===== src/source/aer_geom_pkg.sv =====
// ################################################
// Pixel array geometry defaults, pixel request
// codes and event polarity type
// ################################################

package aer_geom_pkg;

    // Default array size, overridden at the top level
    parameter int DEF_ROWS     = 8;                 // Pixel rows
    parameter int DEF_COLS     = 8;                 // Pixel columns
    parameter int DEF_TS_WIDTH = 16;                // Timestamp counter width

    parameter int PIX_CODE_W   = 2;                 // Request bits per pixel
    parameter int PIX_ON_BIT   = 0;                 // Position of the ON event bit

    // Per-pixel request code, ON in bit 0 and OFF in bit 1
    typedef enum logic [PIX_CODE_W-1:0]
    {
        PIX_NONE = 2'b00,                           // No pending event
        PIX_ON   = 2'b01,                           // Brightness increase
        PIX_OFF  = 2'b10,                           // Brightness decrease
        PIX_BOTH = 2'b11                            // Both seen, reported as ON
    } pix_code_e;

    // Polarity bit in the address-event word
    // ON wins whenever the ON bit is set
    typedef enum logic
    {
        POL_OFF = 1'b0,                             // OFF event
        POL_ON  = 1'b1                              // ON event
    } polarity_e;

endpackage

===== src/source/aer_event_if.sv =====
// ################################################
// Granted pixel address and code to the packer
// ################################################

`timescale 1ns/10ps

interface aer_event_if #(
    parameter int ROWS = 8,                         // Pixel rows
    parameter int COLS = 8                          // Pixel columns
);

    localparam int RA_W = (ROWS > 1) ? $clog2(ROWS) : 1; // Row address width
    localparam int CA_W = (COLS > 1) ? $clog2(COLS) : 1; // Column address width

    logic                    valid;                 // Pixel granted this cycle
    logic [RA_W-1:0]         x_addr;                // Row address
    logic [CA_W-1:0]         y_addr;                // Column address
    aer_geom_pkg::pix_code_e pix_code;              // Request code of granted pixel

    modport src (output valid, output x_addr, output y_addr, output pix_code);
    modport snk (input valid, input x_addr, input y_addr, input pix_code);

endinterface


===== src/source/aer_event_packer.sv =====
// ################################################
// Timestamp counter, polarity select and
// address-event word assembly
// ################################################

`timescale 1ns/10ps

module aer_event_packer #(
    parameter int  ROWS     = 8,                    // Pixel rows
    parameter int  COLS     = 8,                    // Pixel columns
    parameter int  TS_WIDTH = 16,                   // Timestamp width
    localparam int RA_W     = (ROWS > 1) ? $clog2(ROWS) : 1,
    localparam int CA_W     = (COLS > 1) ? $clog2(COLS) : 1,
    localparam int EVT_W    = RA_W + CA_W + 1 + TS_WIDTH
) (
    input  logic             clk_i,                 // Clock
    input  logic             reset_i,               // Async reset, active high
    aer_event_if.snk         evt_i,                 // Granted pixel from controller
    output logic             event_valid_o,         // Event strobe
    output logic [EVT_W-1:0] event_o                // {row, col, polarity, timestamp}
);

    logic [TS_WIDTH-1:0]     ts_q;                  // Free-running wall clock
    aer_geom_pkg::polarity_e pol;                   // Event polarity

    // Counts rising edges since reset, wraps silently
    always_ff @(posedge clk_i or posedge reset_i)
    begin
        if (reset_i)
        begin
            ts_q <= '0;
        end
        else
        begin
            ts_q <= ts_q + 1'b1;
        end
    end

    // ON bit has priority, PIX_BOTH reports ON
    assign pol = evt_i.pix_code[aer_geom_pkg::PIX_ON_BIT] ? aer_geom_pkg::POL_ON
                                                         : aer_geom_pkg::POL_OFF;

    assign event_valid_o = evt_i.valid;

    // Word held at zero between events
    always_comb
    begin
        if (evt_i.valid)
        begin
            event_o = {evt_i.x_addr, evt_i.y_addr, pol, ts_q};
        end
        else
        begin
            event_o = '0;
        end
    end

endmodule


===== src/flat_wrapper.sv =====
// flat-port wrapper written by rule: the top's interface ports become plain ports
module aer_event_packer_flat 
#(
    parameter int  ROWS     = 8,                                 
    parameter int  COLS     = 8,                                    
    parameter int  TS_WIDTH = 16,                                     
    localparam int RA_W     = (ROWS > 1) ? $clog2(ROWS) : 1,
    localparam int CA_W     = (COLS > 1) ? $clog2(COLS) : 1,
    localparam int EVT_W    = RA_W + CA_W + 1 + TS_WIDTH
)
  (clk_i, reset_i, event_valid_o, event_o, evt_i_valid, evt_i_x_addr, evt_i_y_addr, evt_i_pix_code);
  aer_event_if #(.ROWS(ROWS), .COLS(COLS)) evt_i_i ();
  input  logic clk_i;
  input  logic reset_i;
  output logic event_valid_o;
  output logic [EVT_W-1:0] event_o;
  input wire logic [$bits(evt_i_i.valid)-1:0] evt_i_valid;
  input wire logic [$bits(evt_i_i.x_addr)-1:0] evt_i_x_addr;
  input wire logic [$bits(evt_i_i.y_addr)-1:0] evt_i_y_addr;
  input wire logic [$bits(evt_i_i.pix_code)-1:0] evt_i_pix_code;
  assign evt_i_i.valid = evt_i_valid;
  assign evt_i_i.x_addr = evt_i_x_addr;
  assign evt_i_i.y_addr = evt_i_y_addr;
  assign evt_i_i.pix_code = evt_i_pix_code;
  aer_event_packer #(.ROWS(ROWS), .COLS(COLS), .TS_WIDTH(TS_WIDTH)) u_core (.clk_i(clk_i), .reset_i(reset_i), .evt_i(evt_i_i), .event_valid_o(event_valid_o), .event_o(event_o));
endmodule

===== config.mk =====
export PLATFORM = sky130hd
export DESIGN_NAME = aer_event_packer_flat
export DESIGN_NICKNAME = d
export VERILOG_FILES = /design/src/source/aer_geom_pkg.sv /design/src/source/aer_event_if.sv /design/src/source/aer_event_packer.sv /design/src/flat_wrapper.sv
export SDC_FILE = /design/constraint.sdc
export NUM_CORES = 1
export LEC_CHECK = 0
export BUFFER_PORTS_ARGS = -buffer_cell sky130_fd_sc_hd__clkbuf_2
export CAP_MARGIN = 15
export CORE_MARGIN = 10
export CORE_UTILIZATION = 46
export CTS_BUF_LIST = sky130_fd_sc_hd__clkbuf_16
export CTS_CLUSTER_SIZE = 25
export DETAILED_ROUTE_END_ITERATION = 6
export GPL_TIMING_DRIVEN = 1
export PLACE_DENSITY = 0.77
export RECOVER_POWER = 100
export SETUP_SLACK_MARGIN = 0.05
export SLEW_MARGIN = 20
export SYNTH_ARGS = -nofsm -noshare
export SYNTH_HDL_FRONTEND = slang
export SYNTH_SLANG_ARGS = --single-unit

===== constraint.sdc =====
create_clock -name clk_i -period 1.45 [get_ports clk_i]
set_clock_uncertainty 0.15 [all_clocks]
set_input_delay 0.145 -clock clk_i [delete_from_list [all_inputs] [get_ports clk_i]]
set_output_delay 0.145 -clock clk_i [all_outputs]
set_load 0.02 [all_outputs]

# Word level (Yosys, flattened, before mapping)
# Index checks and enable logic that the tools add are counted.
# word_totals
out_inout_bits	24
inputBits	11
reg_bits	16
# op_classes
muxes	2
n_addsub	1
# ops
operator	count
$mux W23	1
$add A16 B1 Y16 const B	1
$mux W1	1

# Longest topological paths before layout
# Gate-level depths: netlist of run 1.
# logic_depth
ltp_word	2
ltp_mapped	4
depth_no_buf	4

# Worst setup path before layout of run 1
# Ideal clock, no wire load.
# synth_timing
path_type	reg2reg
start	register u_core.ts_q[2]
end	register u_core.ts_q[13]
arrival_time_ns	1.091
stages_incl_launch_ff	4
period_less_slack_ns	1.320
setup_slack_ns	0.130
path_cell_list	dfrtp_1 nand3_1 nor4_2 xor2_1
# synth_via
elab_chain_cells	1
# synth_rtl
element	line	source
start: declaration	aer_event_packer.sv:23	logic [TS_WIDTH-1:0] ts_q;
start signal: assignment	aer_event_packer.sv:35	ts_q <= ts_q + 1'b1;
$add A16 B1 Y16	aer_event_packer.sv:35	
# Every way passes these cells.

# Worst setup path after layout of run 1
# layout_timing
start	register u_core.ts_q[0]
end	register u_core.ts_q[8]
# Same word-level chain as after synthesis.

==> results of run 1 <==
[worst paths after layout]
check	from	endpoint	slack, ns	depth (start not counted)
worst max-delay path	u_core.ts_q[0]$_DFF_PP0_	u_core.ts_q[8]$_DFF_PP0_	0.006	4
worst min-delay path	u_core.ts_q[15]$_DFF_PP0_	u_core.ts_q[15]$_DFF_PP0_	0.31	1
worst max register to register	u_core.ts_q[0]$_DFF_PP0_	u_core.ts_q[8]$_DFF_PP0_	0.006	4
worst min register to register	u_core.ts_q[15]$_DFF_PP0_	u_core.ts_q[15]$_DFF_PP0_	0.31	1
max in group asynchronous	reset_i	u_core.ts_q[5]$_DFF_PP0_	0.36	3
min in group asynchronous	reset_i	u_core.ts_q[1]$_DFF_PP0_	0.36	3
[synthesized netlist by cell type (all sizes together)]
cell    instances
and2           23
buf             1
clkbuf          2
dfrtp          16
ha              1
inv             4
nand2           4
nand3           5
nand4           3
nor2            3
nor3            4
nor4            4
xnor2           4
xor2           10
[logic make-up after synthesis]
kind of cell | after synthesis | share of synthesized area [%]
buffers and inverters | 7 | 3.47
XOR/XNOR | 14 | 14.2
adder cells (fa/ha/maj) | 1 | 1.45
AND/OR/NAND/NOR | 46 | 34.6
flip-flops | 16 | 46.3
[critical path, delay by kind of cell (launching register included)]
family                     cells  cell delay (ns)
DFF                            1             0.43
adders and majority gates      1             0.24
and+or+nand+nor                2             0.35
xor gates and xnor gates       1             0.19
[metrics by stage]
| step | setup WS (ns) | total power [W] |
|---|---|---|
| 6_report | 0.00601 | 0.00105 |
| 4_1_cts | 0.0457 | 0.00106 |
| 2_1_floorplan | 0.130 | 0.000500 |
| 3_5_place_dp | 0.0205 | 0.000531 |
| 3_3_place_gp | 0.0866 | 0.000528 |
| 5_1_grt | -0.0606 | 0.00109 |
[per-layer routing]
metal	global-route usage (%)	vias up	part of all wire [%]
li1	-	374	-
met1	12.0	387	39
met2	18.7	26	51
met3	5.12	4	8.7
met4	2.46	0	1.5
met5	0	-	0
[layout make-up]
cell class                 instances  area [sq um]
tap                               25          31.3
inverter                           4          15.0
timing repair buffer              45           267
clock buffer                       3          75.1
multi-input combinational         62           528
fill                             115           422
sequential                        16           404
clock inverter                     1          3.75
[cells in the final DEF, fill, tap and decap left out, types with 2 or more instances in the layout]
| master | n |
|---|---|
| clkbuf_16 | 3 |
| dfrtp_2 | 3 |
| nor2_1 | 3 |
| clkbuf_2 | 31 |
| nor4_4 | 4 |
| inv_1 | 4 |
| dfrtp_1 | 13 |
| buf_4 | 10 |
| xor2_1 | 10 |
| nand2_1 | 3 |
| nor3_2 | 3 |
| nand4_1 | 2 |
| nand3_1 | 4 |
| and2_1 | 22 |
| xnor2_1 | 4 |
| buf_6 | 2 |
[timing repair]
item	4_1_cts	5_1_grt
gates resized for setup	1	20
pin swaps	1	3
setup buffers	1	3
cloned	0	1
hold buffers	1	0
endpoints found under the hold margin	16	0
setup endpoints to repair	3	13
[power by group]
group | total (W) | internal [W] | switching (W)
clock network | 0.000528 | 0.000365 | 0.000163
registers | 0.000447 | 0.000447 | 0
logic | 0.0000797 | 0.0000299 | 0.0000498
==> out/qor.csv, run 1 <==
stage,metric,value,unit
clocking,CTS Sinks,16,
final_layout,max FFs per register,16,
power_and_ir_drop,Pwr per Cell Area,797,nW/um^2
die,die width,63.4,microns
detailed_routing,first-pass iteration count of the detailed router,4,
die,Die ar.,4010,sq um
final_layout,fin area,1320,sq um
worst_setup_path,critical-path cell list,ha_2 > nand2_2 > nor3_4 > xor2_1,
worst_setup_path,crit end category,flip-flop,
die,core area,1750,sq um
timing,worst slew pin tran,0.614,ns
final_layout,Diodes inserted,0,
timing,Final setup viols,0,
global_route,total track usage,11.0,%
final_layout,Biggest register,u_core.ts_q,
global_route,gr ovfl total,0,
clocking,Root Driver,clkbuf_16,
global_route,vias in the first global route,791,
timing,Final Hold Vio Count,0,
worst_setup_path,CP max-delay cell,dfrtp_1,
yosys,syn nets,96,
detailed_routing,post-route ant nets,0,
yosys,Mean Syn Cell Area,10.3,sq um
placed_design,GPL Wtd Cong,0.791,
yosys,Yosys reg bits,16,
die,Die Height,63.4,microns
yosys,Mapped Cells,84,
detailed_routing,WL/cell,16.9,microns
timing,fmax,693,MHz
die,Rows,15,
timing,final critical-path share of the clock period,99.6,%
final_layout,final layout net count,144,
detailed_routing,via/cell ratio,5.07,
placed_design,Post-DP HPWL,1660,microns
power_and_ir_drop,Pleak,0.723,nW
final_layout,fin util,75.8,%
worst_setup_path,Setup crit start kind,flip-flop,
yosys,Synthesis Warnings,0,
clocking,CTS Buf Count,3,
worst_setup_path,WS Path Type,reg -> reg,
timing,Slew Limit Headroom,59.0,%
global_route,first-pass GRT wire length,3730,microns
clocking,Worst-path clk slew,0.05,ns
yosys,post-synthesis sequential area ratio,46.3,%
worst_setup_path,CP peak stage delay,0.43,ns
yosys,Cell variety after synth,15,
clocking,TritonCTS clock tree,built,
final_layout,share of cells above drive strength 1,48.1,%
placed_design,placed cell count,146,
yosys,cell taking the most area after synthesis,dfrtp_1,
yosys,post-synth top area share,46.3,%
yosys,Synth area leaders,"dfrtp_1 46%, and2_1 17%, xor2_1 10%",
clocking,worst skew pair latency,0.24,ns
global_route,largest net degree at the start of global routing,25,
worst_setup_path,Critical Path RT,1.46,ns
timing,min Tclk post-route,1.44,ns
worst_setup_path,Worst Path Arrival,1.45,ns
global_route,initial antenna violation count,0,
detailed_routing,DR DRC count,0,
timing,setup TNS,0,ns
clocking,H-tree Lvls,1,
detailed_routing,via count,791,
min_path,Min-Delay Path Class,reg -> reg,
flow_run,# Max-Cap Violations,0,
timing,final hold slack,0.309,ns
power_and_ir_drop,worst-case vdd ir drop,0.897,mV
final_layout,Layout Cells excl Fill,156,
timing,RSZ-0062 raised after global routing,yes,
die,io pins,35,
outcome,status,"finished, final reports clean",
detailed_routing,initial drt markers,18,
timing,Pins Over Slew Limit,0,
clocking,Max clock buf depth,2,
final_layout,Largest regs,u_core.ts_q: 16 flops,
detailed_routing,Post-Route WL,2630,microns
placed_design,Post-DP Area,1100,sq um
placed_design,PortBufs,33,
final_layout,"Area growth, synth to finish",53.1,%
die,Initial Utilization,49.5,%
worst_setup_path,CP Max Fanout,5,
yosys,Post-Synthesis Cell Area,865,sq um
(Power assumes the default switching activity.)
==> run 2: changes to the inputs <==
--- a/config.mk
+++ b/config.mk
@@ -13,6 +13,7 @@
 export CTS_CLUSTER_SIZE = 25
 export DETAILED_ROUTE_END_ITERATION = 6
 export GPL_TIMING_DRIVEN = 1
+export MAX_ROUTING_LAYER = met4
 export PLACE_DENSITY = 0.77
 export RECOVER_POWER = 100
 export SETUP_SLACK_MARGIN = 0.05
==> run 2 against run 1 <==
Compared with the run above: maximum frequency is essentially flat; sequential share of layout area unchanged; non-clock buffer count stayed put; global-route usage up 0.29 points; die area unchanged; combinational power is essentially flat; worst hold slack about the same; cell count stayed put; largest power group unchanged; setup slack worse by 0.00086 ns.
==> out/qor.csv, run 2 (synthesis gave the netlist of run 1 again) <==
stage,metric,value,unit,change
power_and_ir_drop,total power,0.00106,W,was 0.00105 W
global_route,gr ovfl total,0,,unchanged
worst_setup_path,CP Max Fanout,5,,unchanged
power_and_ir_drop,Switching Share,20.3,%,was 20.1%
detailed_routing,via/cell ratio,5.03,,was 5.07
timing,Slew Limit Headroom,58.6,%,was 59.0%
worst_setup_path,flop2flop setup slack,0.005,ns,was 0.006 ns
timing,fmax,692,MHz,was 693 MHz
die,Rows,15,,unchanged
detailed_routing,post-route ant nets,0,,unchanged
detailed_routing,first-pass iteration count of the detailed router,4,,unchanged
clocking,CTS Buf Count,3,,unchanged
power_and_ir_drop,worst-case vdd ir drop,0.900,mV,was 0.897 mV
worst_setup_path,crit end category,flip-flop,,unchanged
final_layout,Biggest register,u_core.ts_q,,unchanged
min_path,Min-Delay Path Class,reg -> reg,,unchanged
placed_design,Post-DP Area,1100,sq um,unchanged
worst_setup_path,FF-to-FF path depth,4,,unchanged
min_path,Hold Path Depth,1,,unchanged
placed_design,placed cell count,146,,unchanged
final_layout,Diodes inserted,0,,unchanged
power_and_ir_drop,P_int,0.000843,W,was 0.000842 W
final_layout,share of cells above drive strength 1,48.1,%,unchanged
final_layout,"leading cell type in the layout, fill and taps excluded",clkbuf_2,,unchanged
power_and_ir_drop,Pleak,0.723,nW,unchanged
worst_setup_path,Critical R2R Launch,u_core.ts_q[0]$_DFF_PP0_,,unchanged
placed_design,PortBufs,33,,unchanged
clocking,worst skew pair latency,0.24,ns,about the same
power_and_ir_drop,part of the power in the clock network,50.1,%,was 50.0%
worst_setup_path,WS Path Type,reg -> reg,,unchanged
worst_setup_path,Setup crit start kind,flip-flop,,unchanged
power_and_ir_drop,Sw Pwr,0.000215,W,was 0.000212 W
final_layout,final layout net count,144,,unchanged
worst_setup_path,worst flop-to-flop path endpoint,u_core.ts_q[8]$_DFF_PP0_,,unchanged
global_route,vias in the first global route,791,,unchanged
worst_setup_path,Critical path origin,u_core.ts_q[0]$_DFF_PP0_,,unchanged
outcome,status,"finished, final reports clean",,unchanged
timing,min Tclk post-route,1.44,ns,about the same
timing,RSZ-0062 raised after global routing,yes,,unchanged
detailed_routing,via count,784,,was 791
placed_design,Post-DP HPWL,1660,microns,unchanged
final_layout,Largest regs,u_core.ts_q: 16 flops,,unchanged
die,core area,1750,sq um,unchanged
global_route,first-pass GRT wire length,3720,microns,was 3730 microns
detailed_routing,WL/cell,16.9,microns,about the same
min_path,HP Start,u_core.ts_q[15]$_DFF_PP0_,,unchanged
detailed_routing,initial drt markers,21,,was 18
die,Die ar.,4010,sq um,unchanged
final_layout,"Area growth, synth to finish",53.1,%,unchanged
timing,final setup margin,0.00515,ns,was 0.00601 ns
timing,Final setup viols,0,,unchanged
power_and_ir_drop,Logic pwr share,7.5,%,was 7.6%
timing,Final Hold Vio Count,0,,unchanged
min_path,hold endpoint,u_core.ts_q[15]$_DFF_PP0_,,unchanged
die,io pins,35,,unchanged
clocking,H-tree Lvls,1,,unchanged
global_route,total track usage,11.2,%,was 11.0%
placed_design,GPL Wtd Cong,0.802,,was 0.791
clocking,Max clock buf depth,2,,unchanged
power_and_ir_drop,Pwr per Cell Area,799,nW/um^2,was 797 nW/um^2
clocking,Root Driver,clkbuf_16,,unchanged
final_layout,fin area,1320,sq um,unchanged
final_layout,"commonest cells after routing, fill and taps aside","31 x clkbuf_2, 22 x and2_1, 13 x dfrtp_1",,unchanged
placed_design,dpl ws,0.0205,ns,unchanged
die,Die Height,63.4,microns,unchanged
clocking,CTS Sinks,16,,unchanged
worst_setup_path,Critical Path RT,1.46,ns,about the same
timing,final critical-path share of the clock period,99.6,%,about the same
detailed_routing,Post-Route WL,2640,microns,was 2630 microns
global_route,initial antenna violation count,0,,unchanged
detailed_routing,DR DRC count,0,,unchanged
flow_run,# Max-Cap Violations,0,,unchanged
clocking,TritonCTS clock tree,built,,unchanged
worst_setup_path,Worst Path Arrival,1.45,ns,about the same
clocking,Worst-path clk slew,0.05,ns,about the same
die,Initial Utilization,49.5,%,unchanged
final_layout,Layout Cells excl Fill,156,,unchanged
timing,Pins Over Slew Limit,0,,unchanged
die,die width,63.4,microns,unchanged
power_and_ir_drop,sequential power share,42.3,%,was 42.4%
global_route,largest net degree at the start of global routing,25,,unchanged
timing,worst slew pin tran,0.620,ns,was 0.614 ns
final_layout,max FFs per register,16,,unchanged
-- run 2: stage by stage --
step	setup TNS, ns	hold WS [ns]	utilization, %
after floorplan	0	-0.0913	-
after global placement	0	0.0612	62.9
after detailed placement	0	0.0783	62.9
after CTS	0	0.310	68.7
after global routing	-0.200	0.338	75.8
final	0	0.309	75.8
-- run 2: worst max-delay path by stage --
stage | end | slack, ns | cells after the start
2_1_floorplan | u_core.ts_q[13]$_DFF_PP0_ | 0.13 | 3
3_3_place_gp | u_core.ts_q[15]$_DFF_PP0_ | 0.09 | 3
3_5_place_dp | u_core.ts_q[8]$_DFF_PP0_ | 0.02 | 4
4_1_cts | u_core.ts_q[15]$_DFF_PP0_ | 0.05 | 3
5_1_grt | u_core.ts_q[12]$_DFF_PP0_ | -0.06 | 4
6_report | u_core.ts_q[8]$_DFF_PP0_ | 0.005 | 4
-- run 2: metal layers --
metal,vias to the layer above,GRT usage (%),share of wire (%)
li1,372,-,-
met1,376,12.1,39
met2,30,18.7,50
met3,6,4.95,8.6
met4,0,2.46,2.0
met5,-,-,0
-- run 2: cell type report --
| class | count | area [sq um] |
|---|---|---|
| sequential | 16 | 404 |
| tap | 25 | 31.3 |
| clock buffer | 3 | 75.1 |
| inverter | 4 | 15.0 |
| fill | 115 | 422 |
| multi-input combinational | 62 | 528 |
| timing repair buffer | 45 | 267 |
| clock inverter | 1 | 3.75 |
-- run 2: power by group through the flow --
stage          Clock (W)  Combinational [W]  Sequential, W
5_1_grt         0.000557          0.0000884       0.000447
6_report        0.000530          0.0000797       0.000447
3_3_place_gp           0          0.0000735       0.000455
2_1_floorplan          0          0.0000449       0.000455
4_1_cts         0.000532          0.0000781       0.000447
3_5_place_dp           0          0.0000760       0.000455
-- run 2: worst max-delay path, cell delays in order, from the launching register on --
cell and delay, ns:
dfrtp_1 0.43, ha_2 0.24, nand2_2 0.17, nor3_4 0.18, xor2_1 0.19
-- run 2: repair_timing --
action,in CTS,in global routing
hold endpoints to repair,16,0
hold buffers,1,0
pin swaps,1,3
gates resized for setup,1,20
setup endpoints to repair,3,13
setup buffers,1,3
gates cloned,0,1
==> run 3: changes to the inputs <==
--- a/config.mk
+++ b/config.mk
@@ -5,17 +5,18 @@
 export SDC_FILE = /design/constraint.sdc
 export NUM_CORES = 1
 export LEC_CHECK = 0
+export ABC_AREA = 1
 export BUFFER_PORTS_ARGS = -buffer_cell sky130_fd_sc_hd__clkbuf_2
 export CAP_MARGIN = 15
 export CORE_MARGIN = 10
-export CORE_UTILIZATION = 46
+export CORE_UTILIZATION = 48
 export CTS_BUF_LIST = sky130_fd_sc_hd__clkbuf_16
 export CTS_CLUSTER_SIZE = 25
 export DETAILED_ROUTE_END_ITERATION = 6
 export GPL_TIMING_DRIVEN = 1
 export MAX_ROUTING_LAYER = met4
-export PLACE_DENSITY = 0.77
-export RECOVER_POWER = 100
+export PLACE_DENSITY = 0.78
+export RECOVER_POWER = 25
 export SETUP_SLACK_MARGIN = 0.05
 export SLEW_MARGIN = 20
 export SYNTH_ARGS = -nofsm -noshare
==> run 3 against run 2 <==
Compared with the run above: first-iteration DRC count increased by 62%; sequential share of layout area grew 1.9 points; global-route usage up 0.64 points; die area increased by 4.0%; clock-buffer cell count did not move; clock power is essentially flat.
==> out/qor.csv, run 3 <==
stage,metric,value,unit,change
outcome,status,"finished, final reports clean",,unchanged
detailed_routing,DR DRC count,0,,unchanged
min_path,Min-Delay Path Class,in -> async,,was reg -> reg
clocking,Worst-path clk slew,0.05,ns,about the same
worst_setup_path,crit end category,flip-flop,,unchanged
yosys,post-synthesis compound-gate area fraction,1.57,%,was 0%
timing,fmax,761,MHz,was 692 MHz
final_layout,Diodes inserted,0,,unchanged
yosys,"Async S/R FF share, synth",100,%,unchanged
power_and_ir_drop,sequential power share,42.2,%,was 42.3%
power_and_ir_drop,Logic pwr share,7.5,%,about the same
detailed_routing,via count,927,,was 784
clocking,worst skew pair latency,0.24,ns,about the same
yosys,Mean Syn Cell Area,6.92,sq um,was 10.3 sq um
die,Initial Utilization,49.7,%,was 49.5%
final_layout,"leading cell type in the layout, fill and taps excluded",nand2_1,,was clkbuf_2
yosys,Synthesis Warnings,0,,unchanged
clocking,TritonCTS clock tree,built,,unchanged
worst_setup_path,Critical R2R Launch,u_core.ts_q[0]$_DFF_PP0_,,unchanged
final_layout,max FFs per register,16,,unchanged
clocking,CTS Sinks,16,,unchanged
timing,Slew Limit Headroom,58.7,%,was 58.6%
worst_setup_path,CP Max Fanout,3,,was 5
yosys,"EDFF count, synth",0,,unchanged
detailed_routing,WL/cell,11.8,microns,was 16.9 microns
global_route,initial antenna violation count,0,,unchanged
yosys,syn nets,150,,was 96
die,core area,1920,sq um,was 1750 sq um
yosys,Post-Synth Simple-Gate Area,34.2,%,was 34.6%
yosys,post-synthesis xor/xnor area fraction,6.42,%,was 14.2%
yosys,cell taking the most area after synthesis,dfrtp_1,,unchanged
timing,worst slew pin tran,0.618,ns,was 0.620 ns
worst_setup_path,critical-path cell list,ha_2 > nand3_2 > nor2_2 > nand3_1 > nand2_1 > nand2_1,,was ha_2 > nand2_2 > nor3_4 > xor2_1
global_route,gr ovfl total,0,,unchanged
global_route,vias in the first global route,962,,was 791
clocking,CTS Buf Count,3,,unchanged
detailed_routing,Post-Route WL,2390,microns,was 2640 microns
clocking,post-CTS setup buffers,0,,was 1
yosys,most frequent cells after synthesis,"51 x nand2_1, 32 x inv_1, 16 x dfrtp_1",,"was 23 x and2_1, 16 x dfrtp_1, 10 x xor2_1"
worst_setup_path,Critical path origin,u_core.ts_q[0]$_DFF_PP0_,,unchanged
power_and_ir_drop,P_int,0.000837,W,was 0.000843 W
power_and_ir_drop,Pwr per Cell Area,858,nW/um^2,was 799 nW/um^2
timing,Pins Over Slew Limit,0,,unchanged
yosys,combinational family with the most area after synthesis,simple AND/OR/NAND/NOR gates,,unchanged
final_layout,footprint of the multi-input gates,413,sq um,was 528 sq um
detailed_routing,initial drt markers,34,,was 21
clocking,Root Driver,clkbuf_16,,unchanged
timing,Final setup viols,0,,unchanged
global_route,total track usage,11.9,%,was 11.2%
placed_design,Post-DP HPWL,1850,microns,was 1660 microns
timing,setup TNS,0,ns,unchanged
detailed_routing,via/cell ratio,4.59,,was 5.03
die,die width,64.6,microns,was 63.4 microns
yosys,mux contribution to synthesized area,0,%,unchanged
yosys,"count leader, synth",nand2_1,,was and2_1
power_and_ir_drop,part of the power in the clock network,50.3,%,was 50.1%
final_layout,Seq. cell area,400,sq um,was 404 sq um
yosys,Yosys reg bits,16,,unchanged
timing,final critical-path share of the clock period,90.6,%,was 99.6%
timing,RSZ-0062 raised after global routing,yes,,unchanged
worst_setup_path,Setup crit start kind,flip-flop,,unchanged
flow_run,# Max-Cap Violations,0,,unchanged
yosys,Synth area leaders,"dfrtp_1 42%, nand2_1 20%, inv_1 13%",,"was dfrtp_1 46%, and2_1 17%, xor2_1 10%"
worst_setup_path,Critical Path RT,1.43,ns,was 1.46 ns
worst_setup_path,CP max-delay cell,dfrtp_1,,unchanged
detailed_routing,post-route ant nets,0,,unchanged
die,Rows,16,,was 15
die,Die ar.,4170,sq um,was 4010 sq um
die,io pins,35,,unchanged
clocking,Max clock buf depth,2,,unchanged
placed_design,GPL Wtd Cong,0.739,,was 0.802
power_and_ir_drop,Pleak,0.784,nW,was 0.723 nW
worst_setup_path,WS Path Type,reg -> reg,,unchanged
final_layout,fill count,192,,was 115
power_and_ir_drop,Switching Share,21.0,%,was 20.3%
clocking,H-tree Lvls,1,,unchanged
global_route,largest net degree at the start of global routing,25,,unchanged
final_layout,"Area growth, synth to finish",29.2,%,was 53.1%
final_layout,"commonest cells after routing, fill and taps aside","51 x nand2_1, 32 x inv_1, 28 x clkbuf_2",,"was 31 x clkbuf_2, 22 x and2_1, 13 x dfrtp_1"
final_layout,share of cells above drive strength 1,23.4,%,was 48.1%
yosys,post-synthesis sequential area ratio,41.9,%,was 46.3%
detailed_routing,first-pass iteration count of the detailed router,4,,unchanged
power_and_ir_drop,total power,0.00106,W,about the same
power_and_ir_drop,worst-case vdd ir drop,0.693,mV,was 0.900 mV
die,Die Height,64.6,microns,was 63.4 microns
worst_setup_path,cell repeated most along the worst path,nand2_1,,
timing,min Tclk post-route,1.31,ns,was 1.44 ns
final_layout,Biggest register,u_core.ts_q,,unchanged
worst_setup_path,Worst Path Arrival,1.30,ns,was 1.45 ns
yosys,Mapped Cells,138,,was 84
yosys,area share of fa/ha/maj cells after synthesis,1.31,%,was 1.45%
yosys,Cell variety after synth,19,,was 15
global_route,first-pass GRT wire length,4130,microns,was 3720 microns
final_layout,Largest regs,u_core.ts_q: 16 flops,,unchanged
yosys,post-synth top area share,41.9,%,was 46.3%
worst_setup_path,CP peak stage delay,0.35,ns,was 0.43 ns
timing,Final Hold Vio Count,0,,unchanged
placed_design,PortBufs,33,,unchanged
yosys,commonest register cell after synthesis,dfrtp_1,,unchanged
power_and_ir_drop,Sw Pwr,0.000222,W,was 0.000215 W
yosys,Post-Synthesis Cell Area,955,sq um,was 865 sq um
final_layout,final layout net count,188,,was 144
run 3: cell count changes in the layout (fill, tap and decap cells not counted), moves of 3 or more:
| cell | delta |
|---|---|
| and2_1 | -22 |
| buf_4 | -8 |
| clkbuf_1 | +4 |
| clkbuf_2 | -3 |
| dfrtp_1 | +3 |
| dfrtp_2 | -3 |
| inv_1 | +28 |
| nand2_1 | +48 |
| nor2_1 | +7 |
| nor3_2 | -3 |
| nor4_4 | -4 |
| xor2_1 | -7 |
run 3: worst paths after layout:
| path | slack, ns | depth (start not counted) | endpoint |
|---|---|---|---|
| setup / recovery | 0.14 | 6 | u_core.ts_q[14]$_DFF_PP0_ |
| hold / removal | 0.36 | 3 | u_core.ts_q[1]$_DFF_PP0_ |
| setup reg to reg | 0.14 | 6 | u_core.ts_q[14]$_DFF_PP0_ |
| hold reg to reg | 0.36 | 2 | u_core.ts_q[15]$_DFF_PP0_ |
| max in group asynchronous | 0.39 | 3 | u_core.ts_q[12]$_DFF_PP0_ |
| min in group clk_i | 0.36 | 2 | u_core.ts_q[15]$_DFF_PP0_ |
run 3: power by group through the flow:
stage	logic [W]	clock network, W	registers, W
after global routing	0.0000861	0.000554	0.000447
final	0.0000789	0.000533	0.000447
after CTS	0.0000818	0.000540	0.000447
after global placement	0.0000774	0	0.000455
after detailed placement	0.0000798	0	0.000455
after floorplan	0.0000473	0	0.000455
run 3: final cells by class:
cell class | count | share of cell area (%)
Tap cell | 27 | 2.74
Timing Repair Buffer | 36 | 14.9
Multi-Input combinational cell | 86 | 33.5
Clock buffer | 3 | 6.09
Clock inverter | 1 | 0.304
Sequential cell | 16 | 32.5
Inverter | 33 | 10.0
run 3: stage by stage:
step	utilization (%)	area, sq um	setup WS [ns]	hold WS (ns)	instances
floorplan	-	955	0.182	-0.0913	138
global placement	60.0	1150	0.167	0.0737	197
detailed placement	60.0	1150	0.122	0.101	197
CTS	64.6	1240	0.116	0.354	202
global route	64.2	1230	0.0258	0.394	202
finish	64.2	1230	0.136	0.356	202
run 3: cells by family after synthesis:
| logic type | after synthesis |
|---|---|
| fa+ha+maj | 1 |
| compound gates | 3 |
| xor+xnor | 7 |
| buf+inv | 36 |
| simple gates | 75 |
| flops | 16 |
run 3: what timing repair did:
action | in CTS | in global routing
hold buffers | 1 | 0
gates resized for setup | 0 | 1
endpoints found under the setup margin | 0 | 2
endpoints found under the hold margin | 16 | 0
run 3: metal layers:
metal / track usage, % / part of all wire (%) / vias up
li1: - / - / 471
met1: 13.1 / 40 / 433
met2: 20.7 / 53 / 21
met3: 3.44 / 5.8 / 2
met4: 2.67 / 0.59 / 0
met5: - / 0 / -
run 3: worst max-delay path, delay by kind of cell, from the launching register on:
kind | cells | cell delay, ns
AND/OR/NAND/NOR | 5 | 0.51
flip-flops | 1 | 0.35
adder cells (fa/ha/maj) | 1 | 0.20
